**src/design/cpu_pkg.sv**
```systemverilog
package cpu_pkg;

  localparam int data_w     = 16;  // data and instruction word
  localparam int addr_w     = 8;   // both memories
  localparam int reg_addr_w = 3;
  localparam int num_regs   = 2 ** reg_addr_w;
  localparam int op_w       = 4;
  localparam int alu_op_w   = 4;
  localparam int mem_op_w   = 2;

  localparam int imem_depth = 256;
  localparam int dmem_depth = 256;

  // instruction fields, lsb positions
  localparam int op_lsb = 12;
  localparam int rs_lsb = 9;
  localparam int rt_lsb = 6;
  localparam int rd_lsb = 3;
  localparam int imm_w  = 6;  // imm6 sits at bit 0

  typedef enum logic [op_w-1:0] {
    op_add, op_addi, op_sub, op_subi,
    op_not, op_and, op_or, op_nand,
    op_nor, op_mov, op_li, op_lw,
    op_sw, op_beq, op_bne, op_jump
  } opcode_t;

  typedef enum logic [alu_op_w-1:0] {
    alu_add, alu_sub, alu_not, alu_and, alu_or,
    alu_nand, alu_nor, alu_pass_a, alu_pass_b
  } alu_op_t;

  typedef enum logic [mem_op_w-1:0] {
    mem_none,
    mem_read,
    mem_write
  } mem_op_t;

  // sign extended imm6 of an instruction word
  function automatic logic [data_w-1:0] imm_ext(input logic [data_w-1:0] word);
    return {{(data_w - imm_w){word[imm_w-1]}}, word[imm_w-1:0]};
  endfunction

endpackage

```
**src/design/reg_file.sv**
```systemverilog
`timescale 1ns/1ns

module reg_file (
  input  logic                           clk,
  input  logic [cpu_pkg::reg_addr_w-1:0] rs_addr,
  input  logic [cpu_pkg::reg_addr_w-1:0] rt_addr,
  output logic [cpu_pkg::data_w-1:0]     rs_data,
  output logic [cpu_pkg::data_w-1:0]     rt_data,
  input  logic                           we,
  input  logic [cpu_pkg::reg_addr_w-1:0] wr_addr,
  input  logic [cpu_pkg::data_w-1:0]     wr_data
);
  import cpu_pkg::*;

  logic [data_w-1:0] regs [num_regs];

  // r0 is hardwired to zero
  assign rs_data = (rs_addr == '0) ? '0 : regs[rs_addr];
  assign rt_data = (rt_addr == '0) ? '0 : regs[rt_addr];

  always_ff @(posedge clk) begin
    if (we && wr_addr != '0) begin
      regs[wr_addr] <= wr_data;  // lands at end of the cycle
    end
  end

endmodule

```
**config.mk**
```make
export PLATFORM = sky130hd
export DESIGN_NAME = reg_file
export DESIGN_NICKNAME = d
export VERILOG_FILES = /design/src/design/cpu_pkg.sv /design/src/design/reg_file.sv
export SDC_FILE = /design/constraint.sdc
export NUM_CORES = 1
export LEC_CHECK = 0
export BUFFER_PORTS_ARGS = -buffer_cell sky130_fd_sc_hd__buf_4
export CAP_MARGIN = 30
export CORE_MARGIN = 4
export CORE_UTILIZATION = 60
export CTS_BUF_LIST = sky130_fd_sc_hd__clkbuf_4
export DETAILED_ROUTE_END_ITERATION = 16
export GPL_ROUTABILITY_DRIVEN = 1
export HOLD_SLACK_MARGIN = 0.06
export MAX_ROUTING_LAYER = met4
export PLACE_DENSITY = 0.81
export SLEW_MARGIN = 25
export SYNTH_ARGS = -nofsm -noshare
export SYNTH_HDL_FRONTEND = slang
export SYNTH_SLANG_ARGS = --single-unit
```
**constraint.sdc**
```tcl
create_clock -name clk -period 3.1 [get_ports clk]
set_clock_uncertainty 0.05 [all_clocks]
set_input_delay 0.465 -clock clk [delete_from_list [all_inputs] [get_ports clk]]
set_output_delay 0.465 -clock clk [all_outputs]
set_load 0.01 [all_outputs]
```
==> impl_metrics.yaml <==
placed_design:
  numPortBuffers: 58
  place_congestion: 0.821
  dp_hpwl_um: 7920
  place_area_mm2: 0.00604
  dpl_worst_slack_ns: 0.569
  placedCellCount: 498
yosys:
  synthTopCellsByArea: "edfxtp_1, mux2i_1, mux2_4"
  syn_inst: 342
  ys_types: 29
  synth_nets: 369
  synth_seq_area_share_pct: 59.9
  synth_top_area_share_pct: 59.9
  syn_area_mm2: 0.00562
  synth_area_leader_cell: "edfxtp_1"
  yosys_warnings: 0
  ys_ff_latch: 112
  syn_avg_cell_area_um2: 16.4
cells_and_area:
  final_core_util_pct: 67.8
  design_area_mm2: 0.00623
  reg.largest.list: "regs x112"
  final_nets: 425
  syn2layout_area_growth_pct: 10.9
  diodes: 0
  layout_common_cells: "edfxtp_1, buf_4, mux2i_1"
  fillers: 627
  top_register: "regs"
  final_common_cell: "edfxtp_1"
  drive_gt1_share_pct: 36.2
  fin_cells: 514
  largest_reg_flops: 112
die:
  fp.dieW_um: 105
  fp.dieH_um: 105
  core_area_mm2: 0.00920
  fp-row-count: 35
  initial_core_util_pct: 61.1
  die-area_mm2: 0.0110
  ios: 59
clock_network:
  hold_buffers: 0
  cts-resized-gates: 0
  clock_path_buffers: 2
  cts_tree: "built"
  clkSinkCount: 112
  cts_buffers: 9
  clk_pin_slew_ns: 0.16
  post-cts-setup-buffer-count: 0
  clk_root_buffer_cell: "clkbuf_4"
  htree_levels: 3
route:
  via_per_inst: 6.73
  ant_nets: 0
  vias: 3459
  drt_iter0_markers: 217
  dr.pass1.iters: 5
  routedWlPerCell_um: 24.9
  wl_um: 12800
  drc: 0
job:
  maxCapViolCount: 0
power:
  power_density_mw_per_mm2: 489
  power.static_leakage_uw: 0.00225
  ir_drop_mv: 0.344
worst_setup_path:
  cp_slowest_cell: "nand2b_1"
  crit_chain: "buf_4 -> nand2b_1 -> buf_4 -> a211oi_1 -> a311oi_1 -> buf_4"
  worstPathArrival_ns: 2.03
  required_ns: 2.58
  startpoint_type: "input port"
  path_max_fanout: 19
  end_kind: "output pin"
  cpPeakStageDelay_ns: 0.40
  crit_type: "in -> out"
  cpMostUsedCell: "buf_4"
outcome:
  status: "finished, final reports clean"
global_route:
  overflow: 0
  grt_usage_pct: 24.1
  grt_pass1_vias: 3526
  grt_antenna_before_repair: 0
  grt_pass1_wl_um: 19800
  grt_max_degree: 34
timing:
  setup_viol: 0
  report.final.slew_viol_count: 0
  layout_worst_path_cycle_share_pct: 82.0
  slew_headroom_pct: 63.5
  setup_tns_ns: 0
  worst_slew_pin_slew_ns: 0.546
  setup_slack_ns: 0.558
  finalHoldViolations: 0
  layout_min_cycle_time_ns: 2.54
  rsz0062_at_grt: "false"
  fmax_mhz: 393
min_path:
  min_path_type: "in -> reg"
## per-layer routing
metal  part of all wire [%]  track usage (%)  wire [µm]
met1                     42             31.5       5380
met2                     50             39.0       6440
met3                    6.3             4.76        801
met4                    1.3             6.65        164
met5                      0                -          0
## cells by family (layout without fill, tap and decap cells)
kind of cell    count (synthesis)  after routing  synth area share (%)
simple gates                   35             35                  3.74
compound gates                 81             81                  14.2
buf+inv                        34             95                  5.95
flops                         112            112                  59.9
mux                            80             80                  16.3
## cell usage after synthesis
library cell	count
a221oi_2	18
buf_6	7
mux2i_1	48
a211oi_1	16
edfxtp_1	112
clkbuf_4	1
a311oi_1	16
a21oi_1	1
inv_1	1
nand2b_1	4
nand2_1	3
clkbuf_2	2
mux2_1	1
and2_1	1
a31oi_1	1
mux2_4	20
a22o_1	1
buf_12	7
nor2b_1	14
nor2_1	6
mux2_2	11
a221oi_1	28
nor2b_4	1
nor3_1	1
buf_2	3
and2b_1	4
buf_4	8
nor2b_2	1
clkbuf_1	5
## worst max-delay path: cells and delay by family
| kind | cells | cell delay [ns] |
|---|---|---|
| AO/OA/AOI/OAI | 2 | 0.46 |
| buffers and inverters | 3 | 0.69 |
| AND/OR/NAND/NOR | 1 | 0.40 |
## power by group
group / internal, µW / switching (µW) / leakage, µW
logic: 195 / 228 / 0.00114
clock network: 424 / 460 / 0.0000976
registers: 1720 / 24.5 / 0.00102
total: 2340 / 713 / 0.00225
## final timing paths
| check | slack [ns] | endpoint | startpoint | depth (start not counted) |
|---|---|---|---|---|
| max | 0.56 | rt_data[8] | rt_addr[1] | 6 |
| min | 0.17 | regs[6][5] | wr_data[5] | 1 |
## metrics by stage
step / hold slack, ns / total power [µW]
3_5_place_dp: 0.639 / 2200
5_1_grt: 0.138 / 3150
4_1_cts: 0.142 / 3070
3_3_place_gp: 0.637 / 2180
2_1_floorplan: 0.514 / 2040
6_report: 0.167 / 3050
## layout make-up
cell class	instances	area, µm²	area share (%)
Clock inverter	6	115	1.85
Timing Repair Buffer	78	611	9.80
Inverter	1	3.75	0.0602
Tap cell	111	139	2.23
Clock buffer	10	75.1	1.20
Multi-Input combinational cell	196	1930	30.9
Sequential cell	112	3360	54.0
(Power assumes the default switching activity.)
