[config.mk]
export PLATFORM = sky130hd
export DESIGN_NAME = alu_flat
export DESIGN_NICKNAME = d
export VERILOG_FILES = /design/src/design/cpu_pkg.sv /design/src/design/ctrl_if.sv /design/src/design/alu.sv /design/src/flat_wrapper.sv
export SDC_FILE = /design/constraint.sdc
export NUM_CORES = 1
export LEC_CHECK = 0
export BUFFER_PORTS_ARGS = -buffer_cell sky130_fd_sc_hd__buf_2
export CORE_ASPECT_RATIO = 0.9
export CORE_MARGIN = 5
export CORE_UTILIZATION = 55
export DETAILED_ROUTE_END_ITERATION = 16
export PLACE_DENSITY = 0.84
export SLEW_MARGIN = 25
export SYNTH_ARGS = -nofsm -noshare
export SYNTH_HDL_FRONTEND = slang
export SYNTH_SLANG_ARGS = --single-unit
[constraint.sdc]
create_clock -name vclk -period 4.95
set_input_delay 0.99 -clock vclk [all_inputs]
set_output_delay 0.99 -clock vclk [all_outputs]
set_load 0.02 [all_outputs]
[src/design/cpu_pkg.sv]
package cpu_pkg;

  localparam int data_w     = 16;  // data and instruction word
  localparam int addr_w     = 8;   // both memories
  localparam int reg_addr_w = 3;
  localparam int num_regs   = 2 ** reg_addr_w;
  localparam int op_w       = 4;
  localparam int alu_op_w   = 4;
  localparam int mem_op_w   = 2;

  localparam int imem_depth = 256;
  localparam int dmem_depth = 256;

  // instruction fields, lsb positions
  localparam int op_lsb = 12;
  localparam int rs_lsb = 9;
  localparam int rt_lsb = 6;
  localparam int rd_lsb = 3;
  localparam int imm_w  = 6;  // imm6 sits at bit 0

  typedef enum logic [op_w-1:0] {
    op_add, op_addi, op_sub, op_subi,
    op_not, op_and, op_or, op_nand,
    op_nor, op_mov, op_li, op_lw,
    op_sw, op_beq, op_bne, op_jump
  } opcode_t;

  typedef enum logic [alu_op_w-1:0] {
    alu_add, alu_sub, alu_not, alu_and, alu_or,
    alu_nand, alu_nor, alu_pass_a, alu_pass_b
  } alu_op_t;

  typedef enum logic [mem_op_w-1:0] {
    mem_none,
    mem_read,
    mem_write
  } mem_op_t;

  // sign extended imm6 of an instruction word
  function automatic logic [data_w-1:0] imm_ext(input logic [data_w-1:0] word);
    return {{(data_w - imm_w){word[imm_w-1]}}, word[imm_w-1:0]};
  endfunction

endpackage

[src/design/ctrl_if.sv]
`timescale 1ns/1ns

interface ctrl_if;
  import cpu_pkg::*;

  logic    reg_dst;      // 1: write rd, 0: write rt
  logic    alu_src;      // 1: immediate as operand b
  logic    mem_to_reg;   // load word to register file
  logic    reg_write;
  mem_op_t mem_op;
  alu_op_t alu_op;
  logic    beq;
  logic    bne;
  logic    address_src;  // jump

  modport decoder (
    output reg_dst, alu_src, mem_to_reg, reg_write, mem_op, alu_op,
           beq, bne, address_src
  );

  modport sink (
    input reg_dst, alu_src, mem_to_reg, reg_write, mem_op, alu_op,
          beq, bne, address_src
  );

endinterface

[src/design/alu.sv]
`timescale 1ns/1ns

module alu (
  ctrl_if.sink                       ctrl,
  input  logic [cpu_pkg::data_w-1:0] instr,
  input  logic [cpu_pkg::data_w-1:0] rs_data,
  input  logic [cpu_pkg::data_w-1:0] rt_data,
  output logic [cpu_pkg::data_w-1:0] result,
  output logic                       zero
);
  import cpu_pkg::*;

  logic [data_w-1:0] op_a;
  logic [data_w-1:0] op_b;

  assign op_a = rs_data;
  assign op_b = ctrl.alu_src ? imm_ext(instr) : rt_data;
  assign zero = (rs_data == rt_data);  // branch compare

  always_comb begin
    case (ctrl.alu_op)
      alu_add:    result = op_a + op_b;
      alu_sub:    result = op_a - op_b;
      alu_not:    result = ~op_a;
      alu_and:    result = op_a & op_b;
      alu_or:     result = op_a | op_b;
      alu_nand:   result = ~(op_a & op_b);
      alu_nor:    result = ~(op_a | op_b);
      alu_pass_a: result = op_a;  // mov
      alu_pass_b: result = op_b;  // li
      default:    result = '0;
    endcase
  end

endmodule

[src/flat_wrapper.sv]
// flat-port wrapper written by rule: the top's interface ports become plain ports
module alu_flat import cpu_pkg::*;
  (instr, rs_data, rt_data, result, zero, ctrl_reg_dst, ctrl_alu_src, ctrl_mem_to_reg, ctrl_reg_write, ctrl_mem_op, ctrl_alu_op, ctrl_beq, ctrl_bne, ctrl_address_src);
  ctrl_if ctrl_i ();
  input  logic [cpu_pkg::data_w-1:0] instr;
  input  logic [cpu_pkg::data_w-1:0] rs_data;
  input  logic [cpu_pkg::data_w-1:0] rt_data;
  output logic [cpu_pkg::data_w-1:0] result;
  output logic zero;
  input wire logic [$bits(ctrl_i.reg_dst)-1:0] ctrl_reg_dst;
  input wire logic [$bits(ctrl_i.alu_src)-1:0] ctrl_alu_src;
  input wire logic [$bits(ctrl_i.mem_to_reg)-1:0] ctrl_mem_to_reg;
  input wire logic [$bits(ctrl_i.reg_write)-1:0] ctrl_reg_write;
  input wire logic [$bits(ctrl_i.mem_op)-1:0] ctrl_mem_op;
  input wire logic [$bits(ctrl_i.alu_op)-1:0] ctrl_alu_op;
  input wire logic [$bits(ctrl_i.beq)-1:0] ctrl_beq;
  input wire logic [$bits(ctrl_i.bne)-1:0] ctrl_bne;
  input wire logic [$bits(ctrl_i.address_src)-1:0] ctrl_address_src;
  assign ctrl_i.reg_dst = ctrl_reg_dst;
  assign ctrl_i.alu_src = ctrl_alu_src;
  assign ctrl_i.mem_to_reg = ctrl_mem_to_reg;
  assign ctrl_i.reg_write = ctrl_reg_write;
  assign ctrl_i.mem_op = ctrl_mem_op;
  assign ctrl_i.alu_op = ctrl_alu_op;
  assign ctrl_i.beq = ctrl_beq;
  assign ctrl_i.bne = ctrl_bne;
  assign ctrl_i.address_src = ctrl_address_src;
  alu u_core (.ctrl(ctrl_i), .instr(instr), .rs_data(rs_data), .rt_data(rt_data), .result(result), .zero(zero));
endmodule
==> reports/metrics.cfg <==
[worst_setup_path]
cp-end-kind=output port
crit_path_max_incr_delay_ps=470
arrival_ps=4000
cp_max_fo=23
start_kind=primary input
cp_cell_sequence=buf_6 -> buf_6 -> or3_1 -> nor2_1 -> nor2_1 -> o31ai_4 -> xor2_2 -> ha_4 -> nand2_2 -> nor2_2 -> a211oi_2 -> o31ai_4 -> a21oi_2 -> xnor2_2 -> o221ai_2 -> buf_4
required_ps=3960
critical_path_class=primary input to output port
cp_slowest_cell=or3_1

[detailed_routing]
vias=3585
ant_nets=0
wl_met2_mm=4.60
routedWlPerCell_um=18.4
dr.pass1.iters=6
via_per_inst=6.60
drtIter0Drc=396
route.detailed.drc=0
topRoutingLayerUsed=met4
finalWirelength_mm=10.0
drt-met1-wl_mm=3.99
met3WireLength_mm=1.05

[status]
violations=negative setup slack
outcome=complete, but fails checks

[pwr]
intPower_mw=0.204
ir_drop_uv=73.3
power.total_mw=0.483
power_density_nw_per_um2=143
switching_share_pct=57.7
leakage_nw=1.47
power_frac_seq_pct=0
power_frac_clock_pct=0
p_switching_mw=0.279
p_comb_share_pct=100.0

[job]
cap_violations=0

[grt]
grt_pass1_vias=3134
grt.overflow.total=0
grt_pass1_wl_mm=14.6
antenna_found_initial=0
grt_max_degree=39
track_usage_pct=28.9

[synthesis]
syn_inst=410
yosysWarnings=0
ys_seq_area_share_pct=0
syn_area_per_cell_um2=6.38
synth_fp_nets=490
synth.distinct_cells=54
netlist_area_um2=2620

[final_layout]
seq_cell_count=0
layout_commonest_cell=a21oi_1
final_nets=563
fin_util_pct=75.0
drive_gt1_share_pct=29.7
area_growth_pct=29.6
fillers=334
regArea_um2=0
final_area_um2=3390
fin_cells=543
antenna_cells=0
n_clock_buffer=0
layout_common_cells=a21oi_1 (61), buf_2 (56), nand2_1 (42)

[sta]
setup_viol=1
min_period_over_period_pct=101
min_period_ps=4990
slew_headroom_pct=52.6
max_slew.worst_pin.slew_ps=710
setup_slack_ps=-39.9
maxSlewViolCount=0
hold_viol_final=0
fmax_ghz=0.200
hold-worst-slack_ps=2320

[floorplanning]
io_pins=78
num_rows=23
start_util_pct=57.9
dieArea_um2=6240
die_y_um=75.4
chipWidth_um=82.7
core_um2=4520

[placement]
gp_congestion=0.991
place_area_um2=3130
dp_hpwl_mm=6.86
port_buffers=60
dp_cells=541

[worst_hold_path]
worst_hold_path.num_cells=3
hold_path_class=primary input to output port

[clock_tree]
cts_hold_buf=0

## cells in the mapped netlist (2+ instances only)
master,n,area [µm²]
a32oi_1,2,17.5
or3_1,4,25.0
mux2_2,7,78.8
a31oi_1,7,43.8
o21a_1,3,22.5
o21ai_0,38,190
o31ai_1,3,22.5
buf_6,4,45.0
nor4_1,5,31.3
o22a_1,2,17.5
xor2_1,13,114
nor3b_1,3,22.5
a211o_1,2,17.5
buf_1,4,15.0
nor2b_1,11,68.8
or4_1,3,22.5
o211a_1,6,60.1
a21o_1,2,15.0
mux2i_1,2,20.0
o41ai_2,2,32.5
buf_2,4,20.0
a211oi_1,2,15.0
nor3_1,8,40.0
nand3b_1,11,82.6
o22ai_1,3,18.8
nand4_1,4,25.0
o211ai_1,2,15.0
o21bai_1,2,15.0
o221ai_1,6,52.6
nand2_1,44,165
a21oi_1,67,335
nor2_1,27,101
or2_2,2,12.5
nand3_1,2,10.0
xnor2_1,27,236
inv_1,15,56.3
nand2b_1,8,50.1
o21ai_1,7,35.0
clkbuf_1,14,52.6
ha_1,18,225
## worst paths after layout
| kind | slack (ps) | end | start |
|---|---|---|---|
| min | 2320 | result[0] | ctrl_alu_op[2] |
| max | -40 | result[15] | ctrl_alu_src |
## critical path, delay by kind of cell
family / cells / cell delay [ps]
AO/OA/AOI/OAI: 5 / 1030
XOR/XNOR: 2 / 380
adder cells (fa/ha/maj): 1 / 250
buffers and inverters: 3 / 470
AND/OR/NAND/NOR: 5 / 880
## layer usage
layer | GRT usage (%) | vias up
li1 | - | 1649
met4 | 6.53 | 0
met5 | 0 | -
met2 | 49.3 | 244
met3 | 3.43 | 50
met1 | 39.1 | 1642
## per-stage QoR
| stage | setup TNS (ps) | worst slack [ps] |
|---|---|---|
| after floorplan | 0 | 6.54 |
| after global placement | 0 | 8.68 |
| after detailed placement | -63.7 | -49.6 |
| after CTS | 0 | 8.31 |
| after global routing | -409 | -157 |
| final | -39.9 | -39.9 |
## power by group through the flow
stage | Sequential [mW] | Combinational [mW] | Clock (mW)
final | 0 | 0.483 | 0
after global routing | 0 | 0.520 | 0
after CTS | 0 | 0.422 | 0
after detailed placement | 0 | 0.413 | 0
after global placement | 0 | 0.402 | 0
after floorplan | 0 | 0.276 | 0
## repair_timing
item / 4_1_cts / 5_1_grt
endpoints found under the setup margin: 5 / 8
resized for setup: 5 / 46
pin swaps: 0 / 9
gates cloned: 0 / 0
setup buffers: 0 / 2
## cell type report
type,count,area (µm²),share of cell area (%)
well taps,62,77.6,2.29
inverters,15,61.3,1.81
repair buffers,97,596,17.6
multi-input cells,369,2660,78.3
## logic make-up after synthesis
| logic type | synth area share [%] |
|---|---|
| AO/OA/AOI/OAI | 38.4 |
| XOR/XNOR | 14.0 |
| adder cells (fa/ha/maj) | 9.38 |
| buffers and inverters | 7.22 |
| multiplexers | 3.78 |
| AND/OR/NAND/NOR | 27.2 |
Note: power is estimated with default switching activity, not from simulation.
