## src/design/cpu_pkg.sv

```systemverilog
package cpu_pkg;

  localparam int data_w     = 16;  // data and instruction word
  localparam int addr_w     = 8;   // both memories
  localparam int reg_addr_w = 3;
  localparam int num_regs   = 2 ** reg_addr_w;
  localparam int op_w       = 4;
  localparam int alu_op_w   = 4;
  localparam int mem_op_w   = 2;

  localparam int imem_depth = 256;
  localparam int dmem_depth = 256;

  // instruction fields, lsb positions
  localparam int op_lsb = 12;
  localparam int rs_lsb = 9;
  localparam int rt_lsb = 6;
  localparam int rd_lsb = 3;
  localparam int imm_w  = 6;  // imm6 sits at bit 0

  typedef enum logic [op_w-1:0] {
    op_add, op_addi, op_sub, op_subi,
    op_not, op_and, op_or, op_nand,
    op_nor, op_mov, op_li, op_lw,
    op_sw, op_beq, op_bne, op_jump
  } opcode_t;

  typedef enum logic [alu_op_w-1:0] {
    alu_add, alu_sub, alu_not, alu_and, alu_or,
    alu_nand, alu_nor, alu_pass_a, alu_pass_b
  } alu_op_t;

  typedef enum logic [mem_op_w-1:0] {
    mem_none,
    mem_read,
    mem_write
  } mem_op_t;

  // sign extended imm6 of an instruction word
  function automatic logic [data_w-1:0] imm_ext(input logic [data_w-1:0] word);
    return {{(data_w - imm_w){word[imm_w-1]}}, word[imm_w-1:0]};
  endfunction

endpackage

```

## src/design/ctrl_if.sv

```systemverilog
`timescale 1ns/1ns

interface ctrl_if;
  import cpu_pkg::*;

  logic    reg_dst;      // 1: write rd, 0: write rt
  logic    alu_src;      // 1: immediate as operand b
  logic    mem_to_reg;   // load word to register file
  logic    reg_write;
  mem_op_t mem_op;
  alu_op_t alu_op;
  logic    beq;
  logic    bne;
  logic    address_src;  // jump

  modport decoder (
    output reg_dst, alu_src, mem_to_reg, reg_write, mem_op, alu_op,
           beq, bne, address_src
  );

  modport sink (
    input reg_dst, alu_src, mem_to_reg, reg_write, mem_op, alu_op,
          beq, bne, address_src
  );

endinterface

```

## src/design/control_unit.sv

```systemverilog
`timescale 1ns/1ns

module control_unit (
  input  cpu_pkg::opcode_t opcode,
  ctrl_if.decoder          ctrl
);
  import cpu_pkg::*;

  always_comb begin
    // defaults describe a no-op, each row turns on what it needs
    ctrl.reg_dst     = 1'b0;
    ctrl.alu_src     = 1'b0;
    ctrl.mem_to_reg  = 1'b0;
    ctrl.reg_write   = 1'b0;
    ctrl.mem_op      = mem_none;
    ctrl.alu_op      = alu_add;
    ctrl.beq         = 1'b0;
    ctrl.bne         = 1'b0;
    ctrl.address_src = 1'b0;

    case (opcode)
      op_add, op_sub, op_not, op_and, op_or, op_nand, op_nor, op_mov: begin
        ctrl.reg_dst   = 1'b1;  // r-type writes rd
        ctrl.reg_write = 1'b1;
        case (opcode)
          op_sub:  ctrl.alu_op = alu_sub;
          op_not:  ctrl.alu_op = alu_not;
          op_and:  ctrl.alu_op = alu_and;
          op_or:   ctrl.alu_op = alu_or;
          op_nand: ctrl.alu_op = alu_nand;
          op_nor:  ctrl.alu_op = alu_nor;
          op_mov:  ctrl.alu_op = alu_pass_a;
          default: ctrl.alu_op = alu_add;
        endcase
      end
      op_addi: begin
        ctrl.alu_src   = 1'b1;
        ctrl.reg_write = 1'b1;
        ctrl.alu_op    = alu_add;
      end
      op_subi: begin
        ctrl.alu_src   = 1'b1;
        ctrl.reg_write = 1'b1;
        ctrl.alu_op    = alu_sub;
      end
      op_li: begin
        ctrl.alu_src   = 1'b1;
        ctrl.reg_write = 1'b1;
        ctrl.alu_op    = alu_pass_b;  // rt = imm
      end
      op_lw: begin
        ctrl.alu_src    = 1'b1;  // address rs + imm
        ctrl.mem_to_reg = 1'b1;
        ctrl.reg_write  = 1'b1;
        ctrl.mem_op     = mem_read;
        ctrl.alu_op     = alu_add;
      end
      op_sw: begin
        ctrl.alu_src = 1'b1;
        ctrl.mem_op  = mem_write;
        ctrl.alu_op  = alu_add;
      end
      op_beq: begin
        ctrl.beq    = 1'b1;
        ctrl.alu_op = alu_sub;
      end
      op_bne: begin
        ctrl.bne    = 1'b1;
        ctrl.alu_op = alu_sub;
      end
      op_jump: begin
        ctrl.address_src = 1'b1;
      end
      default: begin
        ctrl.reg_write = 1'b0;
      end
    endcase
  end

endmodule

```

## src/flat_wrapper.sv

```systemverilog
// flat-port wrapper written by rule: the top's interface ports become plain ports
module control_unit_flat import cpu_pkg::*;
  (opcode, ctrl_reg_dst, ctrl_alu_src, ctrl_mem_to_reg, ctrl_reg_write, ctrl_mem_op, ctrl_alu_op, ctrl_beq, ctrl_bne, ctrl_address_src);
  ctrl_if ctrl_i ();
  input  cpu_pkg::opcode_t opcode;
  output wire logic [$bits(ctrl_i.reg_dst)-1:0] ctrl_reg_dst;
  output wire logic [$bits(ctrl_i.alu_src)-1:0] ctrl_alu_src;
  output wire logic [$bits(ctrl_i.mem_to_reg)-1:0] ctrl_mem_to_reg;
  output wire logic [$bits(ctrl_i.reg_write)-1:0] ctrl_reg_write;
  output wire logic [$bits(ctrl_i.mem_op)-1:0] ctrl_mem_op;
  output wire logic [$bits(ctrl_i.alu_op)-1:0] ctrl_alu_op;
  output wire logic [$bits(ctrl_i.beq)-1:0] ctrl_beq;
  output wire logic [$bits(ctrl_i.bne)-1:0] ctrl_bne;
  output wire logic [$bits(ctrl_i.address_src)-1:0] ctrl_address_src;
  assign ctrl_reg_dst = ctrl_i.reg_dst;
  assign ctrl_alu_src = ctrl_i.alu_src;
  assign ctrl_mem_to_reg = ctrl_i.mem_to_reg;
  assign ctrl_reg_write = ctrl_i.reg_write;
  assign ctrl_mem_op = ctrl_i.mem_op;
  assign ctrl_alu_op = ctrl_i.alu_op;
  assign ctrl_beq = ctrl_i.beq;
  assign ctrl_bne = ctrl_i.bne;
  assign ctrl_address_src = ctrl_i.address_src;
  control_unit u_core (.opcode(opcode), .ctrl(ctrl_i));
endmodule
```

## config.mk

```make
export PLATFORM = sky130hd
export DESIGN_NAME = control_unit_flat
export DESIGN_NICKNAME = d
export VERILOG_FILES = /design/src/design/cpu_pkg.sv /design/src/design/ctrl_if.sv /design/src/design/control_unit.sv /design/src/flat_wrapper.sv
export SDC_FILE = /design/constraint.sdc
export NUM_CORES = 1
export LEC_CHECK = 0
export ABC_CLOCK_PERIOD_IN_PS = 1150
export BUFFER_PORTS_ARGS = -buffer_cell sky130_fd_sc_hd__clkbuf_2
export CORE_AREA = 2 2 39 41
export DETAILED_ROUTE_END_ITERATION = 10
export DIE_AREA = 0 0 41 43
export PLACE_DENSITY = 0.48
export SLEW_MARGIN = 20
export SYNTH_ARGS = -nofsm -noshare
export SYNTH_HDL_FRONTEND = slang
export SYNTH_SLANG_ARGS = --single-unit
```

## constraint.sdc

```tcl
create_clock -name vclk -period 1.15
set_clock_uncertainty 0.05 [all_clocks]
set_input_delay 0.2875 -clock vclk [all_inputs]
set_output_delay 0.2875 -clock vclk [all_outputs]
set_load 0.02 [all_outputs]
```

==> flow_summary.json <==
{
  "status": "complete, but fails checks",
  "failed_checks": "negative setup slack",
  "wl_um": 652,
  "yosysTopAreaCellShare_pct": 11.1,
  "final_util_pct": 43.6,
  "yosys.area.top_type": "nand2b_1",
  "antenna_found_initial": 0,
  "worst_pin_slew_ps": 218,
  "seqCellArea_um2": 0,
  "worstPathRequired_ps": 810,
  "power.leakage_nw": 0.269,
  "routed_via_density": 3.97,
  "place_congestion": 0.611,
  "seq_area_frac_synth_pct": 0,
  "synth_top_family_by_area": "simple AND/OR/NAND/NOR gates",
  "initial_core_util_pct": 12.2,
  "wl_met1_um": 282,
  "min_period_ps": 1380,
  "cp-start-kind": "primary input",
  "diodes": 0,
  "seq_cell_count": 0,
  "wl_met3_um": 58,
  "ant_nets": 0,
  "period_share_pct": 120,
  "synthAdderAreaFrac_pct": 0,
  "hold_path_end": "ctrl_bne",
  "num_io_pins": 17,
  "total_power_uw": 234,
  "rsz0062_at_grt": "true",
  "synth_cells": 26,
  "synth_common_cells": "nor2_1, nand2_1, nand2b_1, or3b_1",
  "synth_area_um2": 169,
  "yosys.area_share.simple_pct": 56.3,
  "hp-class": "primary input to output port",
  "final-max-slew-violation-count": 0,
  "core.rowCount": 14,
  "ctsHoldBuffers": 0,
  "vdd_drop_max_uv": 132,
  "drtIter0Drc": 2,
  "drtPass1Iterations": 2,
  "wl_met2_um": 310,
  "power.density_mw_per_mm2": 388,
  "hold_depth": 4,
  "drive_gt1_share_pct": 80.0,
  "hold_start": "opcode[1]",
  "fin_ws_ps": -231,
  "dieArea_mm2": 0.00176,
  "grt-ovfl-total": 0,
  "synth-compound-area-share_pct": 21.5,
  "setup_tns_ps": -1460,
  "hold_viol": 0,
  "routedWlPerCell_um": 9.88,
  "synth_xor_area_share_pct": 0,
  "grt_first_pass_wirelength_um": 972,
  "ys_types": 18,
  "post_dp_cell_area_um2": 355,
  "setup_viol": 11,
  "crit_type": "primary input to output port",
  "synth_area_per_cell_um2": 6.50,
  "area_delta_synth_final_pct": 257,
  "stdcell_area_um2": 603,
  "syn-num-nets": 30,
  "fmax_mhz": 724,
  "critPathMaxFanout": 5,
  "synthMuxAreaShare_pct": 5.93,
  "nFillCells": 140,
  "yosysMostFrequentCell": "nor2_1",
  "core_mm2": 0.00138,
  "maxCapViolations": 0,
  "endpoint_kind": "output port",
  "clock_buffers": 0,
  "dp_hpwl_um": 451,
  "grt_pass1_vias": 223,
  "vias": 262,
  "max-slew-margin-rel_pct": 85.5,
  "grt_use_total_pct": 7.29,
  "dieWidth_um": 41,
  "io_buffer_count": 17,
  "grt_max_degree": 10,
  "multiInputGateArea_um2": 236,
  "critical_path_arrival_ps": 1040,
  "nets": 56,
  "synth_area_leaders": "nand2b_1, or3b_1, nor2_1, buf_6, nand2_1",
  "drc_errors": 0,
  "ys_warn_count": 0,
  "topRoutingLayerUsed": "met3",
  "die_h_um": 43
}
==> timing repair <==
action,CTS,global route
gates resized for setup,30,25
pin swaps,4,5
setup buffers,1,1
setup endpoints to repair,13,13
gates cloned,1,1
==> cell usage in the layout (no fill, tap or decap) <==
| cell | instances |
|---|---|
| a21oi_4 | 1 |
| and2_4 | 1 |
| and2b_1 | 1 |
| buf_12 | 1 |
| buf_4 | 7 |
| buf_6 | 6 |
| buf_8 | 8 |
| clkbuf_16 | 2 |
| clkbuf_2 | 1 |
| clkbuf_8 | 2 |
| inv_1 | 1 |
| mux2i_4 | 1 |
| nand2_1 | 1 |
| nand2_2 | 1 |
| nand2_4 | 1 |
| nand2b_1 | 1 |
| nand2b_4 | 2 |
| nand4bb_1 | 1 |
| nor2_4 | 4 |
| nor3b_2 | 1 |
| o211ai_1 | 1 |
| o21a_1 | 1 |
| o21ai_0 | 1 |
| o221a_4 | 1 |
| or3b_1 | 2 |
==> how the worst max path moves through the flow <==
stage,start,end,slack (ps)
after CTS,opcode[2],ctrl_alu_src,-280
after global routing,opcode[3],ctrl_alu_src,-250
after floorplan,opcode[2],ctrl_alu_src,-160
after detailed placement,opcode[3],ctrl_alu_src,-320
after global placement,opcode[3],ctrl_alu_src,-320
final,opcode[3],ctrl_reg_dst,-230
==> kinds of logic after synthesis <==
family | Yosys count
buffers and inverters | 4
multiplexers | 1
AND/OR/NAND/NOR | 16
AO/OA/AOI/OAI | 5
==> worst max-delay path: stages <==
cell	delay [ps]
buf_12	100
or3b_1	380
and2_4	150
buf_8	120
==> stage by stage <==
stage               instances  hold slack [ps]  setup slack (ps)
floorplan                  26              656              -159
global placement           62              994              -321
detailed placement         62              996              -322
CTS                        64              865              -279
global route               66              910              -250
finish                     66              897              -231
==> per-layer routing <==
metal  up-vias  global-route usage (%)
li1        139                       -
met1       112                    11.7
met2        11                    11.3
met3         0                       0
met4         0                       0
met5         -                       0
==> where the power goes <==
| part | internal [mW] | leakage, nW | switching (mW) |
|---|---|---|---|
| Combinational | 0.137 | 0.269 | 0.0965 |
| Sequential | 0 | 0 | 0 |
| Clock | 0 | 0 | 0 |
| Total | 0.137 | 0.269 | 0.0965 |
==> final cells by class <==
type               count  area share (%)
multi-input cells     22            39.2
well taps             16            3.32
inverters              1           0.622
repair buffers        27            56.8
Note: power is estimated with default switching activity, not from simulation.
